File: src/source/core_params.svh
`ifndef CORE_PARAMS_SVH
`define CORE_PARAMS_SVH

// datapath and instruction widths
`define CORE_XLEN 64
`define CORE_ILEN 32

// first fetch address out of reset
`define CORE_RESET_PC 64'h0000_0000_0000_0000

// instruction sram, 32-bit words
`define CORE_IMEM_WORDS 256
`define CORE_IMEM_AW    8    // log2 of imem depth

// data memory, 64-bit doublewords
`define CORE_DMEM_WORDS 256
`define CORE_DMEM_AW    8

`endif
File: src/source/core_pkg.sv
`include "core_params.svh"

package core_pkg;

  typedef logic [`CORE_XLEN-1:0] xlen_t;
  typedef logic [`CORE_XLEN-1:0] pc_t;
  typedef logic [`CORE_ILEN-1:0] inst_t;
  typedef logic [4:0]            reg_addr_t;
  typedef logic [11:0]           csr_addr_t;

  typedef enum logic [2:0] {
    alu_add, alu_sub, alu_and, alu_or, alu_xor, alu_sll, alu_pass2
  } alu_op_e;

  // writeback source for rd
  typedef enum logic [1:0] {wb_alu, wb_load, wb_csr, wb_link} wb_sel_e;

  typedef enum logic {mem_word, mem_dword} mem_width_e;

  typedef enum logic [1:0] {csr_none, csr_rw, csr_ecall, csr_mret} csr_op_e;

  typedef enum logic [1:0] {ifu_idle, ifu_req, ifu_wait} ifu_state_e;

  typedef struct packed {
    xlen_t      op1;
    xlen_t      op2;
    alu_op_e    alu_op;
    reg_addr_t  rd;
    logic       reg_we;
    wb_sel_e    wb_sel;
    logic       mem_re;
    logic       mem_we;
    mem_width_e mem_width;
    xlen_t      store_data;
    csr_op_e    csr_op;
    csr_addr_t  csr_addr;
    pc_t        next_pc;    // sequential, branch or jump target
  } decode_t;

  typedef struct packed {
    pc_t   pc;
    inst_t inst;
    logic  commit;          // high on the fetch beat only
  } fetch_t;

endpackage

File: src/source/core_ifu.sv
`timescale 1ns/1ps
`include "core_params.svh"

module core_ifu (
  input  logic             clk_i,
  input  logic             reset_i,
  input  logic             run_i,
  output logic             arvalid_o,
  output core_pkg::pc_t    araddr_o,
  input  logic             arready_i,
  input  logic             rvalid_i,
  output logic             rready_o,
  input  core_pkg::inst_t  rdata_i,
  input  core_pkg::pc_t    next_pc_i,
  input  logic             csr_redirect_i,
  input  core_pkg::pc_t    csr_target_i,
  output core_pkg::fetch_t fetch_o
);
  import core_pkg::*;

  ifu_state_e state_q;
  pc_t        pc_q;
  logic       beat;

  assign arvalid_o = (state_q == ifu_req);
  assign rready_o  = (state_q == ifu_wait);
  assign araddr_o  = pc_q;
  assign beat      = rready_o & rvalid_i;

  assign fetch_o.pc     = pc_q;
  assign fetch_o.inst   = rdata_i;
  assign fetch_o.commit = beat;   // execute and commit happen on the beat

  always_ff @(posedge clk_i) begin
    if (reset_i) begin
      state_q <= ifu_idle;
      pc_q    <= `CORE_RESET_PC;
    end else begin
      case (state_q)
        ifu_idle: if (run_i) state_q <= ifu_req;
        ifu_req:  if (arready_i) state_q <= ifu_wait;
        ifu_wait: begin
          if (beat) begin
            state_q <= ifu_idle;   // re-checks run_i before next fetch
            pc_q    <= csr_redirect_i ? csr_target_i : next_pc_i;
          end
        end
        default:  state_q <= ifu_idle;
      endcase
    end
  end

endmodule

File: config.mk
export PLATFORM = sky130hd
export DESIGN_NAME = core_ifu
export DESIGN_NICKNAME = d
export VERILOG_FILES = /design/src/source/core_pkg.sv /design/src/source/core_ifu.sv
export VERILOG_INCLUDE_DIRS = /design/src /design/src/source
export SDC_FILE = /design/constraint.sdc
export NUM_CORES = 1
export LEC_CHECK = 0
export ABC_AREA = 1
export BUFFER_PORTS_ARGS = -buffer_cell sky130_fd_sc_hd__buf_2
export CORE_AREA = 3 3 126 128
export CTS_CLUSTER_SIZE = 28
export DETAILED_ROUTE_END_ITERATION = 6
export DIE_AREA = 0 0 129 131
export PLACE_DENSITY_LB_ADDON = 0.15
export SKIP_CTS_REPAIR_TIMING = 1
export SYNTH_ARGS = -nofsm -noshare
export SYNTH_HDL_FRONTEND = slang
export SYNTH_SLANG_ARGS = --single-unit
export TNS_END_PERCENT = 20
File: constraint.sdc
create_clock -name clk_i -period 1.3 [get_ports clk_i]
set_input_delay 0.065 -clock clk_i [delete_from_list [all_inputs] [get_ports clk_i]]
set_output_delay 0.065 -clock clk_i [all_outputs]
set_load 0.03 [all_outputs]
== Word-level counts from Yosys, hierarchy flattened ==
Cells that the tools add are included.

* Multiplexer cells: 5
* Eq/ne operators: 5
* Bitwise gates (word level): 1
* Reduce and logical (&&, ||, !) cells: 3

{| class="wikitable"
|+ Operators by type and width
! operator !! number
|-
| $mux 64 || 1
|-
| $mux 2 || 3
|-
| $pmux 2 s3 || 1
|-
| $ne 2x1->1 const B || 2
|-
| $reduce_and 3->1 || 1
|-
| $eq 2x1->1 const B || 1
|-
| $eq 2x2->1 const B || 1
|-
| $logic_not 2->1 || 1
|-
| $ne 2x2->1 const B || 1
|-
| $reduce_and 2->1 || 1
|-
| $and 1x1->1 || 1
|}

* Logic and storage cells: 16
* Flip-flop bits (word level): 66
* Output and inout port bits: 163
* Bits of input ports: 166

== Depth between registers and ports, before layout ==
* Depth after elaboration: 4
* Mapped depth: 7
* Mapped depth without buffers: 5

== Worst setup path before layout ==
Ideal clock, no wire load.

* Path kind: reg-to-reg
* Start: register state_q[1]
* End: register state_q[1]
* Slack: 177 ps
* Setup time: 70 ps
* Clock period less this slack: 1123 ps
* Stages on the path, launching flop included: 5
* Buffers on the path: 0
* Data arrival time: 1053 ps
* Cells stage by stage: dfxtp_1 -> inv_1 -> nor2_1 -> nand2_1 -> a21oi_1

* Longest elaborated chain between the ends: 4

{| class="wikitable"
|+ RTL lines
! item !! RTL line !! RTL
|-
| from (decl) || core_ifu.sv:21 || <nowiki>ifu_state_e state_q;</nowiki>
|-
| from (signal assigned) || core_ifu.sv:36 || <nowiki>state_q <= ifu_idle;</nowiki>
|-
| from (signal assigned) || core_ifu.sv:40 || <nowiki>ifu_idle: if (run_i) state_q <= ifu_req;</nowiki>
|-
| from (signal assigned) || core_ifu.sv:41 || <nowiki>ifu_req: if (arready_i) state_q <= ifu_wait;</nowiki>
|-
| $eq 2x2->1 * || core_ifu.sv:26 || <nowiki>assign rready_o = (state_q == ifu_wait);</nowiki>
|-
| named net rready_o || core_ifu.sv:12 || <nowiki>output logic rready_o,</nowiki>
|-
| $and 1x1->1 || core_ifu.sv:28 || <nowiki>assign beat = rready_o & rvalid_i;</nowiki>
|-
| $ne 2x1->1 (no source line) || - ||
|-
| $reduce_and 3->1 (no source line) || - ||
|}

The timed path passes the listed nets; every way through them passes the cells marked *.
A chain may end at the register's enable or synchronous reset.

==> impl_metrics.toml <==
[cts]
cts_buffers = 9
clock_sinks = 66
root_buffer = "clkbuf_16"
insertion_delay_ns = 0.33
htreeDepth = 3
clk_pin_slew_worst_paths_ns = 0.05
cts_tree = "done"
max-clock-path-buffers = 2

[yosys]
synth-simple-area-share = 0.403
synth_area_leaders = "dfxtp_1 (31%), nand2_1 (28%), buf_4 (19%)"
syn_area_um2 = 4260
synthMuxAreaShare = 0
syn_area_per_cell_um2 = 5.88
yosys.area.top_type = "dfxtp_1"
ys_warn_count = 0
synth_top_family_by_area = "simple AND/OR/NAND/NOR gates"
yosysSeqAreaShare = 0.310
synth_cell_types = 12
synthAdderAreaFrac = 0
syn_nets = 890
synth-seq-cells = 66
synthXorXnorAreaFrac = 0
synth_top_cell_area_share = 0.310
synth_cells = 724
synth_compound_area_frac = 0.00235

[global_routing]
grt_pass1_vias = 3666
grt_use_total = 0.133
gr-total-overflow = 0
grt_pass1_wl_um = 17700
grt_max_degree = 65
grt_antenna_before_repair = 0

[sta]
tns_ns = 0
fin_crit_sh = 0.949
hold_slack_ns = -0.00414
rsz0062_at_grt = "yes"
finalClockSkew_ns = 0.00364
setup_slack_ns = 0.0666
timing.fmax_mhz = 811
setup_violations = 0
drv_slew = 0
hold_viol_final = 1
tightestPinTransition_ns = 0.283
min_period_ns = 1.23
max_slew_margin = 0.811

[critical_path]
cpMostUsedCell = "inv_2"
cpMaxStageDelayCell = "dfxtp_2"
worstPathRequired_ns = 1.24
worstSetupPathType = "reg -> out"
ff2ff_path_depth = 6
r2r_start = "state_q[0]"
end_kind = "output pin"
worstPathMaxFanout = 8
max_stage_delay_ns = 0.33
cp-start-kind = "register"
crit_arrival_ns = 1.17
r2r-end = "araddr_o[49]"
crit_chain = "inv_2 -> nand3_4 -> buf_12 -> inv_2 -> buf_6"
ff2ff_setup_slack_ns = 0.14
path_delay_family = "buffers and inverters"
path_buf_inv = 4

[power]
power.density_nw_per_um2 = 974
seq_power_share = 0.406
switching_share = 0.279
p_int_w = 0.00378
peakVddDrop_v = 0.000522
power_leakage_nw = 3.55
clockPowerShare = 0.408
pwr-share-comb = 0.187
switchingPower_w = 0.00146

[cells_and_area]
post-route-util = 0.360
area_growth_pct = 26.5
fillCellCount = 1759
layout_common_cells = "nand2_1 (322), buf_2 (263), nor2_1 (130)"
diodes = 0
fin_area_um2 = 5390
seqCellArea_um2 = 1320
drive_gt1_frac = 0.334
multiInputGateArea_um2 = 1730
mostFrequentLayoutCell = "nand2_1"
nNetsFinal = 1053

[outcome]
violations = "hold timing"
status = "finished, violations left"

[floorplanning]
die_w_um = 129
initial_core_util = 0.284
io_pins = 329
fp.dieH_um = 131
core-area_um2 = 15000
die-area_um2 = 16900
rows = 45

[min_path]
hold_depth = 4
hp-start = "arready_i"
hold_end = "state_q[0]"
hold_path_class = "in -> reg"

[placement]
port_buffers = 264
dpl_cell_area_um2 = 5010
gp_congestion = 0.718
hpwl_um = 8920
place_ws_ns = 0.171

[route]
avgViaCountPerCell = 4.00
drtIter0Drc = 143
routed_wl_um = 12300
drc = 0
postRouteAntennaNets = 0
first_pass_iters = 4
drt-wirelength-per-cell_um = 11.5
via_count = 4307

[run]
drv_cap = 0
## worst max-delay path by stage
stage / cells past startpoint / startpoint / end / slack (ns)
floorplan: 4 / state_q[1] / state_q[1] / 0.18
global placement: 5 / state_q[0] / fetch_o[0] / 0.16
detailed placement: 5 / state_q[0] / fetch_o[0] / 0.17
CTS: 5 / state_q[0] / fetch_o[0] / -0.21
global route: 3 / state_q[1] / rready_o / -0.03
finish: 5 / state_q[0] / fetch_o[0] / 0.07
## power groups by stage
stage	sequential, W	combinational [W]	clock [W]
after floorplan	0.00226	0.000732	0
after global routing	0.00214	0.00110	0.00234
after detailed placement	0.00217	0.000972	0
final	0.00213	0.000979	0.00214
after CTS	0.00213	0.000975	0.00225
after global placement	0.00217	0.000974	0
## per-stage QoR
stage | std cells | total power (W)
detailed placement | 1054 | 0.00314
finish | 1078 | 0.00525
CTS | 1068 | 0.00535
floorplan | 724 | 0.00300
global placement | 1054 | 0.00314
global route | 1078 | 0.00557
## Yosys cell counts, drive strengths merged
cell    instances
buf           124
nand2         322
a21oi           2
inv            71
clkbuf          6
nor2          130
nand3           3
dfxtp          66
## metal layers
layer	wire (um)	vias to the layer above	track usage	part of all wire
met1	5320	1798	0.155	0.43
met5	0	-	0	0
li1	-	2309	-	-
met4	191	0	0.0562	0.015
met2	5920	180	0.230	0.48
met3	917	20	0.0341	0.074
## kinds of logic after synthesis
kind of cell           Yosys count
and+or+nand+nor                455
buffers and inverters          201
DFF                             66
AOI/OAI and AO/OA                2
## cell type report
cell class | count | area share
clock buffers | 14 | 0.0471
flip-flops and latches | 66 | 0.245
repair buffers | 282 | 0.292
multi-input cells | 457 | 0.322
well taps | 188 | 0.0437
inverters | 71 | 0.0495
## sequential cells by signal, indices dropped and copies added (netlist names)
name / flops
araddr_o: 64
state_q: 2
## tightest hold or removal path, stage by stage
cell and delay (ns):
buf_2 0.09, inv_1 0.03, nand2_1 0.05, a21oi_1 0.05
No activity file was read; power rests on OpenSTA's default activity.
