## config.mk

```make
export PLATFORM = sky130hd
export DESIGN_NAME = core_idu
export DESIGN_NICKNAME = d
export VERILOG_FILES = /design/src/source/core_pkg.sv /design/src/source/core_idu.sv
export VERILOG_INCLUDE_DIRS = /design/src /design/src/source
export SDC_FILE = /design/constraint.sdc
export NUM_CORES = 1
export LEC_CHECK = 0
export BUFFER_PORTS_ARGS = -buffer_cell sky130_fd_sc_hd__clkbuf_2
export CORE_ASPECT_RATIO = 0.75
export CORE_UTILIZATION = 40
export DETAILED_ROUTE_END_ITERATION = 8
export PLACE_DENSITY = 0.78
export SLEW_MARGIN = 20
export SYNTH_ARGS = -nofsm -noshare
export SYNTH_HDL_FRONTEND = slang
export SYNTH_SLANG_ARGS = --single-unit
```

## constraint.sdc

```tcl
create_clock -name vclk -period 5.94
set_clock_uncertainty 0.1 [all_clocks]
set_input_delay 0.594 -clock vclk [all_inputs]
set_output_delay 0.594 -clock vclk [all_outputs]
set_load 0.01 [all_outputs]
```

## src/source/core_params.svh

```systemverilog
`ifndef CORE_PARAMS_SVH
`define CORE_PARAMS_SVH

// datapath and instruction widths
`define CORE_XLEN 64
`define CORE_ILEN 32

// first fetch address out of reset
`define CORE_RESET_PC 64'h0000_0000_0000_0000

// instruction sram, 32-bit words
`define CORE_IMEM_WORDS 256
`define CORE_IMEM_AW    8    // log2 of imem depth

// data memory, 64-bit doublewords
`define CORE_DMEM_WORDS 256
`define CORE_DMEM_AW    8

`endif
```

## src/source/core_pkg.sv

```systemverilog
`include "core_params.svh"

package core_pkg;

  typedef logic [`CORE_XLEN-1:0] xlen_t;
  typedef logic [`CORE_XLEN-1:0] pc_t;
  typedef logic [`CORE_ILEN-1:0] inst_t;
  typedef logic [4:0]            reg_addr_t;
  typedef logic [11:0]           csr_addr_t;

  typedef enum logic [2:0] {
    alu_add, alu_sub, alu_and, alu_or, alu_xor, alu_sll, alu_pass2
  } alu_op_e;

  // writeback source for rd
  typedef enum logic [1:0] {wb_alu, wb_load, wb_csr, wb_link} wb_sel_e;

  typedef enum logic {mem_word, mem_dword} mem_width_e;

  typedef enum logic [1:0] {csr_none, csr_rw, csr_ecall, csr_mret} csr_op_e;

  typedef enum logic [1:0] {ifu_idle, ifu_req, ifu_wait} ifu_state_e;

  typedef struct packed {
    xlen_t      op1;
    xlen_t      op2;
    alu_op_e    alu_op;
    reg_addr_t  rd;
    logic       reg_we;
    wb_sel_e    wb_sel;
    logic       mem_re;
    logic       mem_we;
    mem_width_e mem_width;
    xlen_t      store_data;
    csr_op_e    csr_op;
    csr_addr_t  csr_addr;
    pc_t        next_pc;    // sequential, branch or jump target
  } decode_t;

  typedef struct packed {
    pc_t   pc;
    inst_t inst;
    logic  commit;          // high on the fetch beat only
  } fetch_t;

endpackage

```

## src/source/core_idu.sv

```systemverilog
`timescale 1ns/1ps

module core_idu (
  input  core_pkg::fetch_t    fetch_i,
  output core_pkg::reg_addr_t rs1_addr_o,
  output core_pkg::reg_addr_t rs2_addr_o,
  input  core_pkg::xlen_t     rs1_data_i,
  input  core_pkg::xlen_t     rs2_data_i,
  output core_pkg::decode_t   dec_o
);
  import core_pkg::*;

  inst_t      inst;
  pc_t        pc;
  pc_t        pc_plus4;
  logic [6:0] opcode;
  logic [2:0] funct3;
  logic [6:0] funct7;
  xlen_t      imm_i;
  xlen_t      imm_s;
  xlen_t      imm_b;
  xlen_t      imm_u;
  xlen_t      imm_j;
  decode_t    dec;

  assign inst     = fetch_i.inst;
  assign pc       = fetch_i.pc;
  assign pc_plus4 = pc + 64'd4;
  assign opcode   = inst[6:0];
  assign funct3   = inst[14:12];
  assign funct7   = inst[31:25];

  assign rs1_addr_o = inst[19:15];
  assign rs2_addr_o = inst[24:20];

  assign imm_i = {{52{inst[31]}}, inst[31:20]};
  assign imm_s = {{52{inst[31]}}, inst[31:25], inst[11:7]};
  assign imm_b = {{51{inst[31]}}, inst[31], inst[7], inst[30:25], inst[11:8], 1'b0};
  assign imm_u = {{32{inst[31]}}, inst[31:12], 12'b0};
  assign imm_j = {{43{inst[31]}}, inst[31], inst[19:12], inst[20], inst[30:21], 1'b0};

  always_comb begin
    dec            = '0;
    dec.op1        = rs1_data_i;
    dec.op2        = rs2_data_i;
    dec.alu_op     = alu_add;
    dec.rd         = inst[11:7];
    dec.wb_sel     = wb_alu;
    dec.mem_width  = mem_word;
    dec.store_data = rs2_data_i;
    dec.csr_op     = csr_none;
    dec.csr_addr   = inst[31:20];
    dec.next_pc    = pc_plus4;
    case (opcode)
      7'b0010011: begin   // addi, slli
        dec.op2 = imm_i;
        if (funct3 == 3'b000) begin
          dec.reg_we = 1'b1;
        end else if (funct3 == 3'b001 && funct7[6:1] == 6'b0) begin
          dec.alu_op = alu_sll;
          dec.reg_we = 1'b1;
        end
      end
      7'b0110011: begin
        dec.reg_we = 1'b1;
        case ({funct7, funct3})
          10'b0000000_000: dec.alu_op = alu_add;
          10'b0100000_000: dec.alu_op = alu_sub;
          10'b0000000_111: dec.alu_op = alu_and;
          10'b0000000_110: dec.alu_op = alu_or;
          10'b0000000_100: dec.alu_op = alu_xor;
          default:         dec.reg_we = 1'b0;   // unknown r-type, no-op
        endcase
      end
      7'b0110111: begin   // lui
        dec.op2    = imm_u;
        dec.alu_op = alu_pass2;
        dec.reg_we = 1'b1;
      end
      7'b0010111: begin   // auipc
        dec.op1    = pc;
        dec.op2    = imm_u;
        dec.reg_we = 1'b1;
      end
      7'b1101111, 7'b1100111: begin
        dec.op1     = pc;   // lsu forms the link from op1
        dec.op2     = 64'd4;
        dec.reg_we  = 1'b1;
        dec.wb_sel  = wb_link;
        dec.next_pc = (opcode[3]) ? pc + imm_j : (rs1_data_i + imm_i) & ~64'd1;
      end
      7'b1100011: begin
        if ((funct3 == 3'b000 && rs1_data_i == rs2_data_i) ||
            (funct3 == 3'b001 && rs1_data_i != rs2_data_i))
          dec.next_pc = pc + imm_b;
      end
      7'b0000011: begin   // lw, ld
        dec.op2       = imm_i;
        dec.mem_re    = (funct3 == 3'b010) || (funct3 == 3'b011);
        dec.reg_we    = dec.mem_re;
        dec.wb_sel    = wb_load;
        dec.mem_width = funct3[0] ? mem_dword : mem_word;
      end
      7'b0100011: begin   // sw, sd
        dec.op2       = imm_s;
        dec.mem_we    = (funct3 == 3'b010) || (funct3 == 3'b011);
        dec.mem_width = funct3[0] ? mem_dword : mem_word;
      end
      7'b1110011: begin
        if (funct3 == 3'b001) begin
          dec.csr_op = csr_rw;
          dec.reg_we = 1'b1;
          dec.wb_sel = wb_csr;
        end else if (funct3 == 3'b000 && inst[31:20] == 12'h000) begin
          dec.csr_op = csr_ecall;
        end else if (funct3 == 3'b000 && inst[31:20] == 12'h302) begin
          dec.csr_op = csr_mret;
        end
      end
      default: ;          // undefined opcode falls through as nop
    endcase
  end

  assign dec_o = dec;

endmodule

```

# After elaboration in Yosys (flattened, before gate mapping)
# Index checks and enable logic that the tools add are counted.
# word_totals
ff_bits	0
input_bits	225
out_inout_bits	294
# classes
n_addsub	4
eq_ne	20
n_mux	23
n_reduce_logical	18
# op_table
operator	n
one-hot mux 64 bit (4 select lines)	1
adder 64 bit	3
2-to-1 mux 64 bit	3
one-hot mux 64 bit (2 select lines)	1
adder 64 x 3 -> 64 bit (second input constant)	1
equality test 64 bit	1
!= test 64 bit	1
equality test 10 x 3 -> 1 bit (second input constant)	3
equality test 7 bit (second input constant)	4
equality test 7 x 6 -> 1 bit (second input constant)	3
equality test 7 x 5 -> 1 bit (second input constant)	2
equality test 12 x 10 -> 1 bit (second input constant)	1
zero test 12 bit	1
one-hot mux 3 bit (4 select lines)	1
equality test 10 x 9 -> 1 bit (second input constant)	1
zero test 10 bit	1
2-to-1 mux 3 bit	3
one-hot mux 3 bit (3 select lines)	1
2-to-1 mux 2 bit	4
OR reduction 2 bit	4
equality test 7 x 2 -> 1 bit (second input constant)	1
2-to-1 mux 1 bit	7
equality test 3 x 2 -> 1 bit (second input constant)	2
zero test 6 bit	1
9 further kinds	14

# Logic depth before layout (Yosys ltp)
# logic_depth
depth_word	6
mapped_depth	13
mapped_depth_nobuf	13

# Worst setup path before layout
# OpenSTA, ideal clock, no wires.
# synth_path
kind	input to output
from	in fetch_i[21] in the netlist's numbering
to	out dec_o[54] in the netlist's numbering
arrival_time_ps	3207
setup_slack_ps	2039
cell_stages	12
path_buffers	0
cell_sequence	and2_1 -> fa_1 -> a21o_1 -> a311oi_2 -> o31a_1 -> a31oi_1 -> a21boi_2 -> a21oi_2 -> o221ai_2 -> o21ai_1 -> xor2_1 -> a221o_1
# synth_lines
item	line	text
from (decl)	core_idu.sv:4	input core_pkg::fetch_t fetch_i,
to (decl)	core_idu.sv:9	output core_pkg::decode_t dec_o

==> results by group <==
CTS
  • Post-CTS sizing: 0
  • Hold Buf Count CTS: 0
  • Postcts setup bufs: 0

Critical path
  • Max incr delay on CP: approximately 730 ps
  • Crit-path slowest cell: sky130_fd_sc_hd__o21ai_0
  • Arrival time at the worst endpoint: 4800 ps
  • Worst Path Buf+Inv: 2
  • Crit Path Class: input port to output port
  • Type of element launching the critical path: input port
  • Critical path launch point: fetch_i[28]
  • Data required time at the worst endpoint: 5250 ps
  • Cell-by-cell trace of the critical path: clkbuf_2 > ha_1 > a21o_1 > a2111oi_2 > o21ai_1 > o21ai_2 > o21ai_2 > o21ai_0 > o21bai_1 > o221a_2 > nor2_1 > a221o_1 > clkbuf_2
  • Peak fanout along the critical path: 10
  • Worst setup EP type: output port
  • CP top delay family: compound AO/OA/AOI/OAI gates

Global route
  • Largest net degree at the start of global routing: 64
  • Number of antenna violations at the first check in global routing: 13
  • Met2 track demand over resource: 0.594
  • Vias in the first global route: 18200
  • Met1 track utilization from global routing: 0.625
  • Layer carrying the most global-route usage: met1
  • Global-route wire length before repair: 123 mm
  • Grt met3 use: 0.108
  • Overall fraction of global-route tracks in use: 0.428
  • GR Overflow Total: 0

Synth
  • Average size of a mapped cell: approximately 6.7 um^2
  • Portion of the post-synthesis area used by sequential elements: 0
  • Cell type with the highest aggregate area in the netlist: sky130_fd_sc_hd__ha_1
  • Cell area after technology mapping: between 0.015 and 0.02 mm^2
  • Netlist cell types: 94
  • Net Count, Synth: 2625
  • Post-synthesis cell count: roughly 2300
  • Most frequent cells after synthesis: sky130_fd_sc_hd__a21oi_1, sky130_fd_sc_hd__nand2_1, sky130_fd_sc_hd__nor2_1
  • Fraction of synthesized cell area taken by the top area cell type: 0.114
  • Yosys synthesis warning count: 0
  • Cell with the most instances after synthesis: sky130_fd_sc_hd__a21oi_1
  • Synth area leaders: sky130_fd_sc_hd__ha_1, sky130_fd_sc_hd__xor2_1, sky130_fd_sc_hd__xnor2_1, sky130_fd_sc_hd__a21oi_1, sky130_fd_sc_hd__nand2_1

Timing
  • Max Clk Rate: 182 MHz
  • Worst relative slew slack: 0.233
  • RSZ-0062 raised after global routing: no
  • Minimum hold slack: ~1300 ps
  • Clock period minus final worst setup slack: between 5000 and 6000 ps
  • Final Hold Violating Endpoints: 0
  • Actual slew at the worst max-slew pin: 1150 ps
  • Worst Slack Setup Final: 443 ps
  • # setup viols final: 0
  • Final setup TNS: 0 ps
  • Ratio of final minimum period to clock period: 0.925
  • Total count of max-transition violations in the final report: 0

Finish
  • Share of post-route cells with drive strength above 1: 0.261
  • Area used by sequential logic in the layout: 0 um^2
  • Clock buf count: 0
  • Total Nets Final: between 2000 and 3000
  • Combined area of the multi-input logic cells: 0.0138 mm^2
  • Total number of sequential cells: 0
  • Number of fill cells in the layout: around 4000
  • Layout-stage area growth over the synthesis result: 15.5%

Detailed routing
  • Antenna violation net count after detailed routing: 0
  • Number of design-rule violations left by the first detailed-router iteration: just under 3000
  • DR WL/cell: 28.2 um
  • Pre-antenna DRT Iters: 6
  • Total length of routed wires: 87.7 mm
  • Vias per cell: 6.65
  • Via count: 20700
  • DRC violations left: 0

Run
  • Maximum capacitance violations: 0

Floorplan
  • Die Y-Extent: ~170 um
  • Std-Cell Core Area: around 0.037 mm^2
  • Overall die area: 0.0387 mm^2
  • Die width: 227 um
  • Num ports: 519
  • Number of rows in the core area: 61
  • Initial standard-cell utilization of the core: 0.408

Placed design
  • Post-placement worst setup slack: 753 ps
  • Port Buffers: 518
  • Half-perimeter wire length of the detailed placement result: 72.8 mm
  • Weighted congestion at the end of routability-driven global placement: between 1 and 1.5

Hold path
  • Worst hold path startpoint: rs2_data_i[12]
  • Type of the tightest min-delay check: input port to output port
  • Worst hold path depth: 2
  • End of the worst hold path: dec_o[90]

Status
  • Status: complete, no violations
==> stage by stage <==
stage,std cells,utilization,instance area (um^2)
global route,3106,0.471,17500
detailed placement,3094,0.470,17500
CTS,3094,0.470,17500
finish,3108,0.471,17500
floorplan,2259,-,15200
global placement,3094,0.470,17500
==> final cells by class <==
type | instances | share of cell area
inverters | 56 | 0.0120
well taps | 504 | 0.0360
repair buffers | 547 | 0.162
multi-input cells | 1987 | 0.788
diodes | 14 | 0.00200
==> worst max-delay path by stage <==
stage	end	slack, ps	cells past startpoint
2_1_floorplan	dec_o[54]	2040	12
3_3_place_gp	dec_o[50]	760	13
3_5_place_dp	dec_o[55]	750	13
4_1_cts	dec_o[50]	750	13
5_1_grt	dec_o[50]	410	14
6_report	dec_o[50]	440	13
==> layout by cell type (no fill, tap or decap), types with 14 or more instances in the layout <==
master and count:
sky130_fd_sc_hd__a21o_1 95, sky130_fd_sc_hd__a21oi_1 211, sky130_fd_sc_hd__a221o_1 37, sky130_fd_sc_hd__a221oi_1 18, sky130_fd_sc_hd__a22oi_1 16, sky130_fd_sc_hd__a31oi_1 28, sky130_fd_sc_hd__and3_1 21, sky130_fd_sc_hd__buf_4 28
sky130_fd_sc_hd__clkbuf_2 517, sky130_fd_sc_hd__diode_2 14, sky130_fd_sc_hd__ha_1 138, sky130_fd_sc_hd__inv_1 56, sky130_fd_sc_hd__mux2_2 65, sky130_fd_sc_hd__nand2_1 203, sky130_fd_sc_hd__nand2b_1 22, sky130_fd_sc_hd__nand3_1 72
sky130_fd_sc_hd__nand4_1 65, sky130_fd_sc_hd__nor2_1 165, sky130_fd_sc_hd__nor2b_1 14, sky130_fd_sc_hd__nor3_1 44, sky130_fd_sc_hd__nor4_1 28, sky130_fd_sc_hd__o211ai_1 24, sky130_fd_sc_hd__o21a_1 21, sky130_fd_sc_hd__o21ai_0 146
sky130_fd_sc_hd__o21ai_1 17, sky130_fd_sc_hd__o21bai_1 22, sky130_fd_sc_hd__o221ai_1 24, sky130_fd_sc_hd__o22ai_1 15, sky130_fd_sc_hd__xnor2_1 123, sky130_fd_sc_hd__xor2_1 141
==> layer usage <==
layer  part of all wire  wire length (um)
met1               0.43             37400
met2               0.40             34800
met3               0.14             12400
met4              0.036              3120
met5                  0                 0
==> logic make-up (layout without fill, tap and decap cells) <==
logic type	Yosys count	count (layout)	synth area share
AO/OA/AOI/OAI	803	803	0.358
XOR/XNOR	264	264	0.152
adder cells (fa/ha/maj)	141	141	0.118
buffers and inverters	272	603	0.0924
multiplexers	72	72	0.0528
other	0	14	0
AND/OR/NAND/NOR	707	707	0.226
