<file path="src/source/core_params.svh">
`ifndef CORE_PARAMS_SVH
`define CORE_PARAMS_SVH

// datapath and instruction widths
`define CORE_XLEN 64
`define CORE_ILEN 32

// first fetch address out of reset
`define CORE_RESET_PC 64'h0000_0000_0000_0000

// instruction sram, 32-bit words
`define CORE_IMEM_WORDS 256
`define CORE_IMEM_AW    8    // log2 of imem depth

// data memory, 64-bit doublewords
`define CORE_DMEM_WORDS 256
`define CORE_DMEM_AW    8

`endif
</file>
<file path="src/source/core_pkg.sv">
`include "core_params.svh"

package core_pkg;

  typedef logic [`CORE_XLEN-1:0] xlen_t;
  typedef logic [`CORE_XLEN-1:0] pc_t;
  typedef logic [`CORE_ILEN-1:0] inst_t;
  typedef logic [4:0]            reg_addr_t;
  typedef logic [11:0]           csr_addr_t;

  typedef enum logic [2:0] {
    alu_add, alu_sub, alu_and, alu_or, alu_xor, alu_sll, alu_pass2
  } alu_op_e;

  // writeback source for rd
  typedef enum logic [1:0] {wb_alu, wb_load, wb_csr, wb_link} wb_sel_e;

  typedef enum logic {mem_word, mem_dword} mem_width_e;

  typedef enum logic [1:0] {csr_none, csr_rw, csr_ecall, csr_mret} csr_op_e;

  typedef enum logic [1:0] {ifu_idle, ifu_req, ifu_wait} ifu_state_e;

  typedef struct packed {
    xlen_t      op1;
    xlen_t      op2;
    alu_op_e    alu_op;
    reg_addr_t  rd;
    logic       reg_we;
    wb_sel_e    wb_sel;
    logic       mem_re;
    logic       mem_we;
    mem_width_e mem_width;
    xlen_t      store_data;
    csr_op_e    csr_op;
    csr_addr_t  csr_addr;
    pc_t        next_pc;    // sequential, branch or jump target
  } decode_t;

  typedef struct packed {
    pc_t   pc;
    inst_t inst;
    logic  commit;          // high on the fetch beat only
  } fetch_t;

endpackage

</file>
<file path="src/source/core_exu.sv">
`timescale 1ns/1ps

module core_exu (
  input  core_pkg::decode_t dec_i,
  output core_pkg::xlen_t   result_o
);
  import core_pkg::*;

  xlen_t op1;
  xlen_t op2;

  assign op1 = dec_i.op1;
  assign op2 = dec_i.op2;

  always_comb begin
    case (dec_i.alu_op)
      alu_add:   result_o = op1 + op2;
      alu_sub:   result_o = op1 - op2;
      alu_and:   result_o = op1 & op2;
      alu_or:    result_o = op1 | op2;
      alu_xor:   result_o = op1 ^ op2;
      alu_sll:   result_o = op1 << op2[5:0];   // rv64 shamt is 6 bits
      alu_pass2: result_o = op2;                // lui
      default:   result_o = op1 + op2;
    endcase
  end

endmodule

</file>
<file path="config.mk">
export PLATFORM = sky130hd
export DESIGN_NAME = core_exu
export DESIGN_NICKNAME = d
export VERILOG_FILES = /design/src/source/core_pkg.sv /design/src/source/core_exu.sv
export VERILOG_INCLUDE_DIRS = /design/src /design/src/source
export SDC_FILE = /design/constraint.sdc
export NUM_CORES = 1
export LEC_CHECK = 0
export ABC_AREA = 1
export BUFFER_PORTS_ARGS = -buffer_cell sky130_fd_sc_hd__buf_2
export CORE_MARGIN = 4
export CORE_UTILIZATION = 45
export DETAILED_ROUTE_END_ITERATION = 8
export PLACE_DENSITY_LB_ADDON = 0.08
export SETUP_SLACK_MARGIN = 0.4
export SLEW_MARGIN = 5
export SYNTH_ARGS = -nofsm -noshare
export SYNTH_HDL_FRONTEND = slang
export SYNTH_SLANG_ARGS = --single-unit
</file>
<file path="constraint.sdc">
create_clock -name vclk -period 3.5
set_clock_uncertainty 0.15 [all_clocks]
set_input_delay 0.175 -clock vclk [all_inputs]
set_output_delay 0.175 -clock vclk [all_outputs]
set_load 0.01 [all_outputs]
</file>
## Word level (Yosys, flattened, before mapping)

Cells that the tools add are included.

- Bits in registers: 0
- Latch bits: 0
- Bits in writable memories: 0
- Memory bits (read-only): 0
- Input port bits: 284
- Output and inout port bits: 64
- Word-level logic and storage cells: 13
- Memories kept: 0

- Add/sub/neg operators: 2
- Multiply operators: 0
- Divide/modulo/power cells: 0
- $lt $le $gt $ge: 0
- Equality and inequality tests: 6
- Shifts and indexed selects: 1
- Mux-type cells: 1
- Bitwise gates (word level): 3
- Reduce and logical (&&, ||, !) cells: 0

Operators with widths:

| cell | number |
|---|---|
| case mux 64 bit (6 select lines) | 1 |
| adder 64 bit | 1 |
| bitwise AND 64 bit | 1 |
| bitwise OR 64 bit | 1 |
| left shift 64 x 6 -> 64 bit | 1 |
| subtractor 64 bit | 1 |
| XOR 64 bit | 1 |
| equality test 3 bit (second input constant) | 3 |
| equality test 3 x 2 -> 1 bit (second input constant) | 2 |
| equality test 3 x 1 -> 1 bit (second input constant) | 1 |

## Logic depth before layout (Yosys ltp)

Gate-level depths: netlist of the first run.

- Depth after elaboration: 2
- Depth in mapped cells: 30
- Gate-level depth less buffers: 27

## Worst setup path after synthesis of the first run

No wires, ideal clock.

- Path type: input to output
- Start: input dec_i[157] (netlist bit)
- End: output result_o[61]
- Arrival time: 3.267 ns
- Required time: 3.175 ns
- Setup slack: -0.092 ns
- Stages: 29
- Path buffers: 3
- Cells stage by stage: buf_6 -> inv_2 -> buf_4 -> buf_2 -> ha_1 -> nand3_4 -> nor2_4 -> nand3_4 -> nor2_4 -> inv_2 -> nor2_2 -> nand2_1 -> o21ai_2 -> o21ai_1 -> nand2_1 -> nand2_1 -> ha_1 -> nand2_1 -> nor2_1 -> inv_1 -> nor3_1 -> nand2_1 -> nor3_1 -> nand2_1 -> nand2_1 -> nand2_1 -> nand2_1 -> nand2_1 -> nand2_1

- Longest elaborated chain between the ends: 2
- Elaborated cells on any way between the ends: 4
- Those cells by class: add/sub: 2; shift: 1; mux: 1

Ends and longest elaborated chain:

| item | RTL line | RTL |
|---|---|---|
| start: declaration | core_exu.sv:4 | `input core_pkg::decode_t dec_i,` |
| adder 64 bit (tied with other cells) | core_exu.sv:17, core_exu.sv:24 |  |
| case mux 64 bit (6 select lines) * | core_exu.sv:16 | `case (dec_i.alu_op)` |
| end: declaration | core_exu.sv:5 | `output core_pkg::xlen_t result_o` |

Mark *: on every way between the ends. The rest lies on a longest branch, timed or not.

## Worst setup path in the final report of the first run

- Start: input dec_i[157] (netlist bit)
- End: output result_o[19]

The elaborated chain is that of the path after synthesis.

==> results of run 1 <==
cell type report:
cell class / instances / area, um^2
Timing Repair Buffer: 696 / 5298
Inverter: 486 / 1859
Multi-Input combinational cell: 2538 / 16650
Fill cell: 2867 / 10160
Antenna cell: 2 / 5.005
Tap cell: 455 / 569.3
how the worst min path moves through the flow:
stage                     from            to  slack, ns  cells past startpoint
finish              dec_i[219]  result_o[63]       0.69                      6
global route        dec_i[219]  result_o[63]       0.73                      6
CTS                 dec_i[219]  result_o[63]       0.68                      6
detailed placement  dec_i[219]  result_o[63]       0.68                      6
global placement    dec_i[219]  result_o[63]       0.67                      6
floorplan           dec_i[176]  result_o[20]       0.35                      2
layer usage:
layer,wire length [um],GRT usage (%),vias to the layer above
met5,71,0,-
met4,7411,22.37,6
met3,15280,10.80,566
met2,39250,66.68,2297
met1,35420,60.63,11670
li1,-,-,11270
per-stage QoR:
stage	cells	setup WS [ns]	utilization (%)	setup TNS, ns
6_report	4177	-0.3729	70.58	-12.15
2_1_floorplan	3135	0.1923	-	0
3_5_place_dp	4108	-0.6328	59.11	-17.02
4_1_cts	4142	-0.2399	63.72	-6.650
3_3_place_gp	4108	-0.6009	59.11	-14.98
5_1_grt	4177	-0.4576	70.58	-17.78
repair_timing:
action,in CTS,in global routing
endpoints found under the setup margin,60,61
resized for setup,345,539
pin swaps,120,226
setup buffers,34,33
hold buffers,0,0
endpoints found under the hold margin,0,0
placed cells by master (no fill, tap or decap), drive strengths merged:
cell         n
nand2     1089
o31ai        1
o311ai       2
buf        695
nor4         6
nor3b        3
nand4       27
nand3      448
a211oi       4
fa           1
a21oi      121
inv        483
ha         193
o22ai        9
a21boi       1
diode        2
nor3        22
o21a         2
o21ai      128
nor2       266
clkbuf       1
a221oi      33
and2         3
xor2        85
a31oi        6
clkinvlp     1
or2          5
o211ai      44
o2111ai      9
o21bai       9
xnor2        3
a221o        1
o221ai       2
clkinv       2
nand3b      11
and3         4
worst max-delay path: cells and delay by family:
family,cells,cell delay [ns]
buf+inv,10,1.14
xor+xnor,2,0.38
fa+ha+maj,2,0.41
simple gates,13,1.43
logic make-up (layout without fill, tap and decap cells):
kind of cell	Yosys count	in the layout	synth area share, %
adder cells (fa/ha/maj)	194	194	15.42
other	0	2	0
AO/OA/AOI/OAI	372	372	14.03
buffers and inverters	597	1182	14.93
AND/OR/NAND/NOR	1884	1884	50.74
XOR/XNOR	88	88	4.881
==> flow_summary.json, run 1 <==
{
  "crit_top_cell": "nand2_1",
  "max_freq_mhz": 258.2,
  "cp-start-kind": "primary input",
  "nets": 4200,
  "syn_to_final_growth_pct": 54.40,
  "design.seq.count": 0,
  "clkbuf_count": 0,
  "die-height_um": 195.3,
  "status": "finished, violations left",
  "grt_antenna_before_repair": 4,
  "ys_types": 54,
  "seq_area_um2": 0,
  "hold_class": "in -> out",
  "cp_data_arrival_time_ns": 3.55,
  "slew_viol_final": 0,
  "slowest_stage": "nand4_1",
  "drc": 0,
  "drtPass1Iterations": 8,
  "initial_core_util_pct": 45.71,
  "num_vias": 25810,
  "synth_most_common_cell": "nand2_1",
  "overflow": 0,
  "drt-total-wl_um": 97440,
  "setup_ws_ns": -0.3729,
  "synthTopCellsByCount": "nand2_1 (1083), inv_1 (471), nand3_1 (444)",
  "violations": "setup timing",
  "drt-initial-drc-count": 4417,
  "startpoint": "dec_i[157]",
  "syn-num-nets": 3613,
  "grt_usage_pct": 44.92,
  "fin_crit_sh_pct": 110.7,
  "dieWidth_um": 195.3,
  "critPathCapture": "result_o[19]",
  "rows": 68,
  "seq_area_frac_synth_pct": 0,
  "maxSlewHeadroom_pct": 29.04,
  "syn_avg_cell_area_um2": 5.037,
  "hold_violations": 0,
  "dp_hpwl_um": 74920,
  "fin_crit_ns": 3.873,
  "routedWlPerCell_um": 23.33,
  "yosys.area.top_type_share_pct": 25.74,
  "rsz0062_at_grt": "yes",
  "worstMarginPinSlew_ns": 1.064,
  "place_congestion": 1.204,
  "dieArea_um2": 38150,
  "stdcell_area_um2": 24380,
  "grt_pass1_wl_um": 134000,
  "grt_max_degree": 71,
  "viasPerCell": 6.178,
  "detail-route-antenna-nets": 0,
  "synth_top_area_cell": "nand2_1",
  "max-cap-violations": 0,
  "syn-cell-area_um2": 15790,
  "cpPeakStageDelay_ns": 0.29,
  "critPathRequiredTime_ns": 3.17,
  "yosysWarnings": 0,
  "fin_hold_ws_ns": 0.6859,
  "final-setup-viol-count": 57,
  "crit_path_end_kind": "primary output",
  "core_um2": 34540,
  "critical_path_class": "in -> out",
  "port_buffers": 195,
  "drive_gt1_share_pct": 37.39,
  "syn_inst": 3135,
  "ios": 348,
  "synth_area_leaders": "nand2_1 (26%), ha_1 (15%), nand3_1 (14%), inv_1 (11%), nor2_1 (6.0%)",
  "worstPathMaxFanout": 4,
  "grt_pass1_vias": 23250,
  "postPlaceCellArea_um2": 20420
}
==> run 2, diff against run 1 <==
--- a/config.mk
+++ b/config.mk
@@ -6,7 +6,7 @@
 export SDC_FILE = /design/constraint.sdc
 export NUM_CORES = 1
 export LEC_CHECK = 0
-export ABC_AREA = 1
+export ABC_CLOCK_PERIOD_IN_PS = 3500
 export BUFFER_PORTS_ARGS = -buffer_cell sky130_fd_sc_hd__buf_2
 export CORE_MARGIN = 4
 export CORE_UTILIZATION = 45
==> flow_summary.json, run 2 <==
{
  "dp_hpwl_um": 55850,
  "grt_max_degree": 81,
  "viasPerCell": 6.356,
  "dieWidth_um": 181.9,
  "grt_antenna_before_repair": 5,
  "grt_usage_pct": 40.03,
  "maxSlewHeadroom_pct": 34.52,
  "hold_path_depth": 4,
  "power.density_nw_per_um2": 216.4,
  "detail-route-antenna-nets": 0,
  "syn-num-nets": 2496,
  "dieArea_um2": 33100,
  "fillers": 2420,
  "drtPass1Iterations": 9,
  "ys_types": 79,
  "die-height_um": 181.9,
  "core_um2": 29720,
  "violations": "setup timing",
  "status": "finished, violations left",
  "num_vias": 19460,
  "design.seq.count": 0,
  "timing.critical_path.cells": "buf_6 -> or4_4 -> nor4_4 -> buf_4 -> and3_4 -> a31oi_1 -> xnor2_1 -> ha_1 -> buf_4 -> and2_4 -> nand2_1 -> nor3_1 -> or3_4 -> nor2_4 -> o31ai_4 -> nand2_2 -> o31a_1 -> xnor2_2 -> o21ai_1 -> buf_2",
  "power_leakage_uw": 0.01035,
  "crit_path_end_kind": "primary output",
  "syn_inst": 2018,
  "syn_avg_cell_area_um2": 6.747,
  "clkbuf_count": 0,
  "stdcell_area_um2": 21460,
  "cts_hold_buf": 0,
  "max-cap-violations": 0,
  "syn_to_final_growth_pct": 57.61,
  "yosysWarnings": 0,
  "grt_pass1_vias": 18210,
  "cp_data_arrival_time_ns": 4.45,
  "hold_violations": 0,
  "syn-cell-area_um2": 13620,
  "synth_area_leaders": "ha_1 (18%), a21oi_1 (8.5%), mux4_2 (7.6%), nand2_1 (7.0%), xnor2_1 (6.0%)",
  "rsz0062_at_grt": "yes",
  "critPathRequiredTime_ns": 3.17,
  "rows": 63,
  "worstPathMaxFanout": 5,
  "crit_top_cell": "buf_4",
  "cp-start-kind": "primary input",
  "port_buffers": 195,
  "max_freq_mhz": 209.6,
  "drive_gt1_share_pct": 43.90,
  "synthTopCellsByCount": "nand2_1 (254), a21oi_1 (232), ha_1 (193)",
  "nets": 3150,
  "final_common_cell": "buf_4",
  "final-setup-viol-count": 48,
  "drt-total-wl_um": 72640,
  "worstMarginPinSlew_ns": 0.9822,
  "setup_ws_ns": -1.272,
  "final_core_util_pct": 72.21,
  "slew_viol_final": 0,
  "fin_crit_sh_pct": 136.3,
  "place_congestion": 1.039,
  "most-common-layout-cells": "buf_4 (529), nand2_1 (241), ha_1 (184)",
  "yosys.area.top_type_share_pct": 17.74,
  "drc": 0,
  "grt_pass1_wl_um": 106300,
  "overflow": 0,
  "cpPeakStageDelay_ns": 0.56,
  "routedWlPerCell_um": 23.72,
  "hold_class": "in -> out",
  "synth_top_area_cell": "ha_1",
  "slowest_stage": "or4_4",
  "initial_core_util_pct": 45.82,
  "postPlaceCellArea_um2": 18820,
  "drt-initial-drc-count": 2384,
  "critical_path_class": "in -> out",
  "synth_most_common_cell": "nand2_1",
  "ios": 348,
  "max-vdd-ir-drop_v": 0.0002052,
  "seq_area_um2": 0,
  "fin_crit_ns": 4.772,
  "seq_area_frac_synth_pct": 0
}
-- run 2: cell count changes in the layout (fill, tap and decap cells not counted), sizes merged, moves of 91 or more --
| cell | change |
|---|---|
| nand3 | -419 |
| xnor2 | +91 |
| nor2 | -104 |
| buf | +103 |
| a21oi | +111 |
| nand2 | -835 |
| inv | -334 |
-- run 2: cell type report --
type                            instances  area (um^2)  share of cell area (%)
Inverter                              150        578.1                   2.694
Tap cell                              390        488.0                   2.274
Antenna cell                            2        5.005                 0.02332
Multi-Input combinational cell       1720        14350                   66.85
Timing Repair Buffer                  800         6043                   28.16
-- run 2: routing by layer --
layer | global-route usage [%] | vias to the layer above | part of all wire (%)
met5 | 0 | - | 0.050
met4 | 11.95 | 6 | 4.2
met3 | 6.791 | 241 | 11
met2 | 64.22 | 1242 | 44
met1 | 55.10 | 9270 | 40
li1 | - | 8703 | -
-- run 2: logic make-up after synthesis --
| logic type | count (synthesis) | share of synthesized area (%) |
|---|---|---|
| AND/OR/NAND/NOR | 564 | 18.23 |
| AO/OA/AOI/OAI | 712 | 33.52 |
| multiplexers | 134 | 14.20 |
| XOR/XNOR | 116 | 7.517 |
| buffers and inverters | 298 | 8.647 |
| adder cells (fa/ha/maj) | 194 | 17.88 |
-- run 2: stage by stage --
stage	total power [uW]	setup slack, ns	TNS (ns)	hold WS [ns]	instances
2_1_floorplan	2069	-0.7764	-16.96	0.3368	2018
3_3_place_gp	3738	-1.313	-38.74	0.6684	2961
3_5_place_dp	3785	-1.323	-41.03	0.6732	2961
4_1_cts	4237	-1.124	-32.24	0.6753	3013
5_1_grt	4904	-1.358	-46.18	0.7189	3060
6_report	4644	-1.272	-39.99	0.6752	3062
-- run 2: report_power, final --
group / leakage [uW] / internal [uW] / switching (uW)
Clock: 0.0000000143 / 0.000118 / 0
Combinational: 0.0104 / 2150 / 2490
Sequential: 0 / 0 / 0
Total: 0.0104 / 2150 / 2490
-- run 2: path summary, 6_finish.rpt --
kind,slack [ns],end,start
worst max-delay path,-1.27,result_o[57],dec_i[170]
worst min-delay path,0.68,result_o[58],dec_i[214]
-- run 2: critical path: cells and delay by family --
family	cells	cell delay, ns
compound gates	4	1.03
xor+xnor	2	0.32
fa+ha+maj	1	0.31
buf+inv	4	0.54
simple gates	9	2.05
-- run 2: timing repair --
| item | CTS | global route |
|---|---|---|
| cloned | 2 | 2 |
| buffers inserted | 50 | 45 |
| endpoints found under the setup margin | 62 | 58 |
| resized for setup | 281 | 119 |
| pin swaps | 128 | 97 |
Note: power is estimated with default switching activity, not from simulation.
